$ cat config.mk
export PLATFORM = sky130hd
export DESIGN_NAME = acq_top
export DESIGN_NICKNAME = d
export VERILOG_FILES = /design/src/hw/acq_pkg.sv /design/src/hw/zcheck_channel_counter.sv /design/src/hw/chip_engine.sv /design/src/hw/loopback_source.sv /design/src/hw/acq_sequencer.sv /design/src/hw/acq_top.sv
export VERILOG_INCLUDE_DIRS = /design/src /design/src/hw
export SDC_FILE = /design/constraint.sdc
export NUM_CORES = 1
export LEC_CHECK = 0
export ABC_AREA = 1
export BUFFER_PORTS_ARGS = -buffer_cell sky130_fd_sc_hd__buf_2
export CORE_ASPECT_RATIO = 1.5
export CORE_MARGIN = 2
export CORE_UTILIZATION = 62
export DETAILED_ROUTE_END_ITERATION = 7
export GPL_TIMING_DRIVEN = 1
export HOLD_SLACK_MARGIN = 0.12
export PLACE_DENSITY_LB_ADDON = 0.05
export SYNTH_ARGS = -nofsm -noshare
export SYNTH_HDL_FRONTEND = slang
export SYNTH_SLANG_ARGS = --single-unit
$ cat constraint.sdc
create_clock -name clk -period 13.1 [get_ports clk]
set_clock_uncertainty 0.05 [all_clocks]
set_input_delay 0 -clock clk [delete_from_list [all_inputs] [get_ports clk]]
set_output_delay 0 -clock clk [all_outputs]
set_load 0.05 [all_outputs]
$ cat src/hw/acq_macros.svh
`ifndef ACQ_MACROS_SVH
`define ACQ_MACROS_SVH

// sample and channel geometry
`define ACQ_SAMPLE_W 16
`define ACQ_RHD_CHANNELS 7
`define ACQ_RHS_CHANNELS 5
`define ACQ_CHAN_W 4

// samples gathered per channel during an impedance check
`define ACQ_ZCHECK_SAMPLES 8

// engine timing in clk cycles
`define ACQ_SAMPLE_CYCLES 4
`define ACQ_CONFIG_CYCLES 8

// loopback source seeds, one per chip group
`define ACQ_RHD_SEED 16'h0040
`define ACQ_RHS_SEED 16'h0080

`endif

$ cat src/hw/acq_pkg.sv
`default_nettype none

`include "acq_macros.svh"

package acq_pkg;

    typedef logic [`ACQ_SAMPLE_W-1:0] sample_t;

    typedef enum logic [1:0] {
        OP_CONFIG,
        OP_RECORD,
        OP_ZCHECK
    } acq_op_e;

    typedef enum logic {
        GROUP_RHD,
        GROUP_RHS
    } chip_group_e;

    typedef struct packed {
        logic start;
        acq_op_e op;
        logic [`ACQ_CHAN_W-1:0] channel;
    } acq_cmd_t;

    typedef struct packed {
        logic busy;
        logic done;
    } engine_status_t;

    // element 0 of each array is channel 0 or the first sample
    typedef sample_t [`ACQ_RHD_CHANNELS-1:0] rhd_frame_t;
    typedef sample_t [`ACQ_RHS_CHANNELS-1:0] rhs_frame_t;
    typedef sample_t [`ACQ_ZCHECK_SAMPLES-1:0] zcheck_block_t;

    typedef struct packed {
        rhs_frame_t rhs;
        rhd_frame_t rhd;
    } record_frame_t;

    typedef struct packed {
        chip_group_e group;
        logic [`ACQ_CHAN_W-1:0] channel;
        zcheck_block_t block;
    } zcheck_result_t;

endpackage

`default_nettype wire

$ cat src/hw/zcheck_channel_counter.sv
`default_nettype none

`include "acq_macros.svh"

module zcheck_channel_counter import acq_pkg::*; (
    input wire clk,
    input wire config_done_reset_flag,
    input wire clear,
    input wire advance,
    output chip_group_e group,
    output logic [`ACQ_CHAN_W-1:0] channel,
    output logic sweep_end
);

    localparam logic [`ACQ_CHAN_W-1:0] RHD_LAST = `ACQ_CHAN_W'(`ACQ_RHD_CHANNELS - 1);
    localparam logic [`ACQ_CHAN_W-1:0] RHS_LAST = `ACQ_CHAN_W'(`ACQ_RHS_CHANNELS - 1);

    always_ff @(posedge clk) begin
        if (config_done_reset_flag || clear) begin
            group <= GROUP_RHD;
            channel <= '0;
            sweep_end <= 1'b0;
        end else if (advance && !sweep_end) begin
            if (group == GROUP_RHD) begin
                if (channel == RHD_LAST) begin
                    group <= GROUP_RHS; // rhs channels follow the last rhd one
                    channel <= '0;
                end else begin
                    channel <= channel + 1'b1;
                end
            end else if (channel == RHS_LAST) begin
                sweep_end <= 1'b1; // channel parks on the last rhs channel
            end else begin
                channel <= channel + 1'b1;
            end
        end
    end

    assert property (@(posedge clk) disable iff (config_done_reset_flag)
        channel < ((group == GROUP_RHD) ? `ACQ_RHD_CHANNELS : `ACQ_RHS_CHANNELS));

endmodule

`default_nettype wire

$ cat src/hw/chip_engine.sv
`default_nettype none

`include "acq_macros.svh"

module chip_engine import acq_pkg::*; #(
    parameter type frame_t = rhd_frame_t
) (
    input wire clk,
    input wire config_done_reset_flag,
    input wire acq_cmd_t cmd,
    input wire sample_t sample,
    output engine_status_t status,
    output logic next,
    output frame_t frame,
    output zcheck_block_t block
);

    localparam int SW = `ACQ_SAMPLE_W;
    localparam int S = `ACQ_SAMPLE_CYCLES;
    localparam int CHANNELS = $bits(frame_t) / SW;
    localparam int RECORD_CYCLES = CHANNELS * S;
    localparam int ZCHECK_CYCLES = `ACQ_ZCHECK_SAMPLES * S;
    localparam int OP_MAX = (RECORD_CYCLES > ZCHECK_CYCLES) ? RECORD_CYCLES : ZCHECK_CYCLES;
    localparam int MAX_CYCLES = (OP_MAX > `ACQ_CONFIG_CYCLES) ? OP_MAX : `ACQ_CONFIG_CYCLES;
    localparam int TIMER_W = $clog2(MAX_CYCLES);
    localparam int PHASE_W = $clog2(S);
    localparam int MAX_SAMPLES = (CHANNELS > `ACQ_ZCHECK_SAMPLES) ? CHANNELS : `ACQ_ZCHECK_SAMPLES;
    localparam int IDX_W = $clog2(MAX_SAMPLES);

    acq_op_e op;
    logic [TIMER_W-1:0] timer; // busy cycles left including the current one
    logic [PHASE_W-1:0] phase;
    logic [IDX_W-1:0] idx;
    logic [$bits(frame_t)-1:0] frame_q;

    // sampling falls on the last cycle of each sample period, so the final
    // sample lands just before done
    assign next = status.busy && (op != OP_CONFIG) && (phase == PHASE_W'(S - 1));
    assign frame = frame_t'(frame_q);

    always_ff @(posedge clk) begin
        if (config_done_reset_flag) begin
            status <= '0;
            op <= OP_CONFIG;
            timer <= '0;
            phase <= '0;
            idx <= '0;
        end else begin
            status.done <= 1'b0;
            if (cmd.start) begin
                status.busy <= 1'b1;
                op <= cmd.op;
                phase <= PHASE_W'(1);
                idx <= '0;
                case (cmd.op)
                    OP_RECORD: timer <= TIMER_W'(RECORD_CYCLES - 1);
                    OP_ZCHECK: timer <= TIMER_W'(ZCHECK_CYCLES - 1);
                    default: timer <= TIMER_W'(`ACQ_CONFIG_CYCLES - 1);
                endcase
            end else if (status.busy) begin
                phase <= next ? '0 : phase + 1'b1;
                if (next) idx <= idx + 1'b1;
                timer <= timer - 1'b1;
                if (timer == TIMER_W'(1)) begin
                    status.busy <= 1'b0;
                    status.done <= 1'b1;
                end
            end
        end
    end

    always_ff @(posedge clk) begin
        if (next) begin
            if (op == OP_RECORD) frame_q[idx*SW +: SW] <= sample;
            else block[idx] <= sample;
        end
    end

    assert property (@(posedge clk) disable iff (config_done_reset_flag)
        status.done |-> !status.busy);

    // the sequencer only sends channels that this group actually has
    assert property (@(posedge clk) disable iff (config_done_reset_flag)
        cmd.start && cmd.op == OP_ZCHECK |-> cmd.channel < CHANNELS);

endmodule

`default_nettype wire

$ cat src/hw/loopback_source.sv
`default_nettype none

`include "acq_macros.svh"

module loopback_source import acq_pkg::*; #(
    parameter sample_t SEED = `ACQ_RHD_SEED
) (
    input wire clk,
    input wire config_done_reset_flag,
    input wire next,
    output sample_t sample
);

    logic feedback;

    // fibonacci taps 16 14 13 11 in one-based numbering
    assign feedback = sample[15] ^ sample[13] ^ sample[12] ^ sample[10];

    always_ff @(posedge clk) begin
        if (config_done_reset_flag) begin
            sample <= SEED;
        end else if (next) begin
            sample <= {sample[14:0], feedback}; // current value was taken this cycle
        end
    end

    // a zero state would lock the register up for good
    assert property (@(posedge clk) disable iff (config_done_reset_flag)
        sample != '0);

endmodule

`default_nettype wire

$ cat src/hw/acq_sequencer.sv
`default_nettype none

`include "acq_macros.svh"

module acq_sequencer import acq_pkg::*; (
    input wire clk,
    input wire config_done_reset_flag,
    input wire record_start,
    input wire record_stop,
    input wire zcheck_start,
    input wire engine_status_t rhd_status,
    input wire engine_status_t rhs_status,
    input wire rhd_frame_t rhd_frame,
    input wire rhs_frame_t rhs_frame,
    input wire zcheck_block_t rhd_block,
    input wire zcheck_block_t rhs_block,
    input wire chip_group_e zc_group,
    input wire [`ACQ_CHAN_W-1:0] zc_channel,
    input wire sweep_end,
    output acq_cmd_t rhd_cmd,
    output acq_cmd_t rhs_cmd,
    output logic zc_clear,
    output logic zc_advance,
    output logic busy,
    output logic zcheck_done,
    output logic data_out_record_valid,
    output logic data_out_zcheck_valid,
    output record_frame_t data_out_record,
    output zcheck_result_t data_out_zcheck
);

    typedef enum logic [2:0] {
        S_IDLE,
        S_CONFIG,
        S_RECORD,
        S_ZCHECK,
        S_DONE
    } state_e;

    state_e state;
    acq_op_e follow_op; // where a finished config pass leads, OP_CONFIG means back to idle
    acq_op_e cmd_op;
    logic rhd_start;
    logic rhs_start;
    logic rhd_got;
    logic rhs_got;
    logic stop_pending;
    logic issue; // next zcheck channel is launched once the counter has moved
    logic rhd_fin;
    logic rhs_fin;
    zcheck_block_t zc_block;

    assign rhd_cmd = '{start: rhd_start, op: cmd_op, channel: zc_channel};
    assign rhs_cmd = '{start: rhs_start, op: cmd_op, channel: zc_channel};

    assign rhd_fin = rhd_got || rhd_status.done;
    assign rhs_fin = rhs_got || rhs_status.done;
    assign zc_block = (zc_group == GROUP_RHD) ? rhd_block : rhs_block;

    assign busy = (state != S_IDLE);
    assign zc_clear = (state == S_IDLE) && zcheck_start && !record_start;
    assign zc_advance = (state == S_ZCHECK) &&
                        ((zc_group == GROUP_RHD) ? rhd_status.done : rhs_status.done);

    always_ff @(posedge clk) begin
        rhd_start <= 1'b0;
        rhs_start <= 1'b0;
        data_out_record_valid <= 1'b0;
        data_out_zcheck_valid <= 1'b0;
        zcheck_done <= 1'b0;
        if (config_done_reset_flag) begin
            state <= S_IDLE;
            follow_op <= OP_CONFIG;
            cmd_op <= OP_CONFIG;
            rhd_got <= 1'b0;
            rhs_got <= 1'b0;
            stop_pending <= 1'b0;
            issue <= 1'b0;
        end else begin
            if (record_stop && state != S_IDLE) stop_pending <= 1'b1; // acted on between frames
            case (state)
                S_IDLE: begin
                    if (record_start || zcheck_start) begin
                        follow_op <= record_start ? OP_RECORD : OP_ZCHECK;
                        stop_pending <= 1'b0;
                        cmd_op <= OP_CONFIG;
                        rhd_start <= 1'b1;
                        rhs_start <= 1'b1;
                        state <= S_CONFIG;
                    end
                end
                S_CONFIG: begin
                    if (rhd_fin && rhs_fin) begin
                        rhd_got <= 1'b0;
                        rhs_got <= 1'b0;
                        case (follow_op)
                            OP_RECORD: begin
                                if (stop_pending || record_stop) begin
                                    state <= S_DONE;
                                end else begin
                                    cmd_op <= OP_RECORD;
                                    rhd_start <= 1'b1;
                                    rhs_start <= 1'b1;
                                    state <= S_RECORD;
                                end
                            end
                            OP_ZCHECK: begin
                                issue <= 1'b1;
                                state <= S_ZCHECK;
                            end
                            default: state <= S_IDLE;
                        endcase
                    end else begin
                        rhd_got <= rhd_fin;
                        rhs_got <= rhs_fin;
                    end
                end
                S_RECORD: begin
                    if (rhd_status.done) data_out_record.rhd <= rhd_frame;
                    if (rhs_status.done) data_out_record.rhs <= rhs_frame;
                    if (rhd_fin && rhs_fin) begin
                        rhd_got <= 1'b0;
                        rhs_got <= 1'b0;
                        data_out_record_valid <= 1'b1;
                        if (stop_pending || record_stop) begin
                            state <= S_DONE;
                        end else begin
                            rhd_start <= 1'b1;
                            rhs_start <= 1'b1;
                        end
                    end else begin
                        rhd_got <= rhd_fin;
                        rhs_got <= rhs_fin;
                    end
                end
                S_ZCHECK: begin
                    if (issue) begin
                        issue <= 1'b0;
                        if (sweep_end) begin
                            zcheck_done <= 1'b1;
                            state <= S_DONE;
                        end else begin
                            cmd_op <= OP_ZCHECK;
                            rhd_start <= (zc_group == GROUP_RHD);
                            rhs_start <= (zc_group == GROUP_RHS);
                        end
                    end else if (zc_advance) begin
                        // tag with the channel before the counter moves on
                        data_out_zcheck <= '{group: zc_group, channel: zc_channel, block: zc_block};
                        data_out_zcheck_valid <= 1'b1;
                        issue <= 1'b1;
                    end
                end
                default: begin
                    // closing config pass before going idle
                    follow_op <= OP_CONFIG;
                    cmd_op <= OP_CONFIG;
                    rhd_start <= 1'b1;
                    rhs_start <= 1'b1;
                    state <= S_CONFIG;
                end
            endcase
        end
    end

    assert property (@(posedge clk) disable iff (config_done_reset_flag)
        !(data_out_record_valid && data_out_zcheck_valid));

    assert property (@(posedge clk) disable iff (config_done_reset_flag)
        rhd_cmd.start |-> !rhd_status.busy);

    assert property (@(posedge clk) disable iff (config_done_reset_flag)
        rhs_cmd.start |-> !rhs_status.busy);

endmodule

`default_nettype wire

$ cat src/hw/acq_top.sv
`default_nettype none

`include "acq_macros.svh"

module acq_top import acq_pkg::*; (
    input wire clk,
    input wire config_done_reset_flag,
    input wire record_start,
    input wire record_stop,
    input wire zcheck_start,
    output logic busy,
    output logic zcheck_done,
    output logic data_out_record_valid,
    output logic data_out_zcheck_valid,
    output record_frame_t data_out_record,
    output zcheck_result_t data_out_zcheck
);

    acq_cmd_t rhd_cmd;
    acq_cmd_t rhs_cmd;
    engine_status_t rhd_status;
    engine_status_t rhs_status;
    rhd_frame_t rhd_frame;
    rhs_frame_t rhs_frame;
    zcheck_block_t rhd_block;
    zcheck_block_t rhs_block;
    sample_t rhd_sample;
    sample_t rhs_sample;
    logic rhd_next;
    logic rhs_next;
    chip_group_e zc_group;
    logic [`ACQ_CHAN_W-1:0] zc_channel;
    logic zc_clear;
    logic zc_advance;
    logic sweep_end;

    acq_sequencer u_sequencer (
        .clk(clk),
        .config_done_reset_flag(config_done_reset_flag),
        .record_start(record_start),
        .record_stop(record_stop),
        .zcheck_start(zcheck_start),
        .rhd_status(rhd_status),
        .rhs_status(rhs_status),
        .rhd_frame(rhd_frame),
        .rhs_frame(rhs_frame),
        .rhd_block(rhd_block),
        .rhs_block(rhs_block),
        .zc_group(zc_group),
        .zc_channel(zc_channel),
        .sweep_end(sweep_end),
        .rhd_cmd(rhd_cmd),
        .rhs_cmd(rhs_cmd),
        .zc_clear(zc_clear),
        .zc_advance(zc_advance),
        .busy(busy),
        .zcheck_done(zcheck_done),
        .data_out_record_valid(data_out_record_valid),
        .data_out_zcheck_valid(data_out_zcheck_valid),
        .data_out_record(data_out_record),
        .data_out_zcheck(data_out_zcheck)
    );

    zcheck_channel_counter u_zc_counter (
        .clk(clk),
        .config_done_reset_flag(config_done_reset_flag),
        .clear(zc_clear),
        .advance(zc_advance),
        .group(zc_group),
        .channel(zc_channel),
        .sweep_end(sweep_end)
    );

    chip_engine #(.frame_t(rhd_frame_t)) u_rhd_engine (
        .clk(clk),
        .config_done_reset_flag(config_done_reset_flag),
        .cmd(rhd_cmd),
        .sample(rhd_sample),
        .status(rhd_status),
        .next(rhd_next),
        .frame(rhd_frame),
        .block(rhd_block)
    );

    chip_engine #(.frame_t(rhs_frame_t)) u_rhs_engine (
        .clk(clk),
        .config_done_reset_flag(config_done_reset_flag),
        .cmd(rhs_cmd),
        .sample(rhs_sample),
        .status(rhs_status),
        .next(rhs_next),
        .frame(rhs_frame),
        .block(rhs_block)
    );

    loopback_source #(.SEED(`ACQ_RHD_SEED)) u_rhd_source (
        .clk(clk),
        .config_done_reset_flag(config_done_reset_flag),
        .next(rhd_next),
        .sample(rhd_sample)
    );

    loopback_source #(.SEED(`ACQ_RHS_SEED)) u_rhs_source (
        .clk(clk),
        .config_done_reset_flag(config_done_reset_flag),
        .next(rhs_next),
        .sample(rhs_sample)
    );

endmodule

`default_nettype wire

==> flow_summary.ini <==
[power_and_ir_drop]
p_leak_nw = 12.5
power_density_mw_per_mm2 = 154
peakVddDrop_v = 0.000128
power_mw = 5.39

[place]
dpl.cell_count = 2950
dp_hpwl_um = 43500
io_buffers = 333
gp_congestion = 0.876

[synth]
ys_ff_latch = 855
synth_top_family_by_area = simple AND/OR/NAND/NOR gates
synth-adder-area-share_pct = 0.995
synthMuxAreaShare_pct = 0
synthArstFlopShare_pct = 0
yosys.area.top_type = edfxtp_1
synth.top_cell.area_share_pct = 76.9
synth-edff-count = 773
syn_area_sq_mm = 0.0302
synthTopCellsByArea = edfxtp_1, nand2_1, dfxtp_1, nor2_1, inv_1
ys_types = 39
yosys_warnings = 0
synth-simple-area-share_pct = 11.6
syn_avg_cell_area_sq_um = 14.7
syn_inst = 2053
synth_xor_area_share_pct = 0.348
synth_nets = 2082
yosysSeqAreaShare_pct = 82.4
synth_ff_type = edfxtp_1
synth_compound_area_share_pct = 2.35

[cells_and_area]
most-common-layout-cells = edfxtp_1, nand2_1, buf_2
final_cells = 3092
seqCellArea_sq_mm = 0.0249
drive_above_1_share_pct = 21.0
fillers = 3195
nets = 2457
multi_input_area_sq_mm = 0.00469
area_growth_pct = 16.3
layout_commonest_cell = edfxtp_1
diodes = 0

[outcome]
status = finished, final reports clean

[drt]
drt-initial-drc-count = 1580
vias_per_cell = 5.54
drtAntennaViolNets = 0
routed_wl_um = 68300
num_vias = 17100
drt-pass1-iter-count = 5
drc = 0
wire_per_inst_um = 22.1

[sta]
tightest_slew_ps = 1230
relSlewSlack_pct = 17.6
max_freq_mhz = 181
rsz0062_at_grt = false
period_minus_slack_ps = 5520
slew_viol_final = 0
fin_crit_sh_pct = 42.1
finalSetupTns_ps = 0
hold_viol = 0
setup-violations-final = 0

[grt]
grt_first_pass_wirelength_um = 99600
grtUsageMet2_pct = 47.6
grt_antenna_before_repair = 0
grt_pass1_vias = 16500
grtUsageMet3_pct = 5.05
grt_remaining_overflow = 0
grt_usage_pct = 27.3
use_met1_pct = 34.1
busiest_layer = met2
grt_max_degree = 95

[worst_setup_path]
required_ps = 13250
cp-end-kind = flip-flop
critPathKind = flip-flop to flip-flop
arrival_ps = 5670
worst-path-max-fanout = 26
start_kind = flip-flop

[clock_network]
clk_path_buf_depth = 3
clk_latency_ps = 600
cts_root_buffer = clkbuf_16
numCtsBuffers = 75
cts_resized = 0
clk_pin_slew_ps = 60
cts_htree_levels = 3
cts.sinks = 855
cts_tree = done

[floorplanning]
start_util_pct = 62.5
die_h_um = 274
core_region_area_sq_mm = 0.0483
dieArea_sq_mm = 0.0505
row_count = 99
ioPinCount = 334
die_w_um = 184

[hold_path]
min_path_type = input pin to flip-flop

[run]
drv_cap = 0
-- metrics by stage --
step                      utilization, %  hold slack (ps)  worst slack [ps]  cell area, sq um
after floorplan                        -              115              6080             30200
final                               72.6              270              7580             35100
after detailed placement            67.5              268              7660             32600
after global placement              67.5              262              8030             32600
after global routing                72.6              318              7290             35100
after CTS                           72.6              246              7670             35100
-- final cells by class --
| cell class | instances | share of cell area, % |
|---|---|---|
| multi-input cells | 1021 | 13.4 |
| flip-flops and latches | 855 | 70.8 |
| repair buffers | 373 | 5.65 |
| clock inverters | 41 | 1.03 |
| clock buffers | 94 | 5.85 |
| inverters | 102 | 1.10 |
| well taps | 606 | 2.16 |
-- metal layers --
layer  wire, um  up-vias
met5          0        -
met4       2310        0
met3       5570      135
met2      35700      761
met1      24700     8312
li1           -     7927
-- flip-flops by register name, summed over array words and instances, names as in the netlist, 5 cells and up --
signal                       cells
u_rhd_engine.block             128
u_rhd_engine.frame             112
u_rhd_engine.timer               5
u_rhd_source.sample             16
u_rhs_engine.block             128
u_rhs_engine.frame              80
u_rhs_engine.timer               5
u_rhs_source.sample             16
u_sequencer.data_out_record    192
u_sequencer.data_out_zcheck    133
-- worst max-delay path, stage by stage (launching register included) --
cell,delay [ps]
dfxtp_1,1020
clkinv_1,760
ha_1,470
ha_1,540
inv_1,710
nand4_2,530
nor2_1,1040
-- final timing paths --
| check | startpoint | end | slack (ps) | depth (start not counted) |
|---|---|---|---|---|
| worst max register to register | u_rhd_engine.idx[0]$_SDFFE_PP0P_ | u_rhd_engine.frame[10]$_DFFE_PP_ | 7580 | 6 |
| worst min register to register | u_rhs_engine.frame[17]$_DFFE_PP_ | u_sequencer.data_out_record[129]$_DFFE_PP_ | 360 | 0 |
| worst max-delay path | u_rhd_engine.idx[0]$_SDFFE_PP0P_ | u_rhd_engine.frame[10]$_DFFE_PP_ | 7580 | 6 |
| worst min-delay path | zcheck_start | u_zc_counter.sweep_end$_SDFFE_PP0P_ | 270 | 5 |
-- cell usage after synthesis, types with 4 or more instances --
| cell | instances |
|---|---|
| edfxtp_1 | 773 |
| nand2_1 | 486 |
| nor2_1 | 229 |
| inv_1 | 94 |
| dfxtp_1 | 82 |
| a21oi_1 | 65 |
| nand3_1 | 64 |
| o21ai_0 | 51 |
| buf_2 | 36 |
| clkbuf_1 | 34 |
| nor3_1 | 34 |
| ha_1 | 24 |
| nand4_1 | 9 |
| nor4_1 | 8 |
| xnor2_1 | 8 |
| inv_2 | 6 |
| nor2_4 | 6 |
| a31oi_1 | 5 |
| nor3_2 | 4 |
| xor2_1 | 4 |
-- cell families (layout without fill, tap and decap cells) --
kind of cell,after synthesis,count (layout)
buffers and inverters,177,610
XOR/XNOR,12,12
AO/OA/AOI/OAI,132,132
AND/OR/NAND/NOR,853,853
adder cells (fa/ha/maj),24,24
flip-flops,855,855
-- power breakdown --
part / internal (mW) / switching, mW / leakage, nW
logic: 0.0760 / 0.145 / 3.80
registers: 2.96 / 0.0398 / 7.52
clock network: 1.23 / 0.936 / 1.17
total: 4.27 / 1.12 / 12.5
-- what timing repair did --
| action | 4_1_cts | 5_1_grt |
|---|---|---|
| hold buffers | 7 | 0 |
| buffers inserted | 0 | 0 |
| hold endpoints to repair | 35 | 0 |
(Power assumes the default switching activity.)
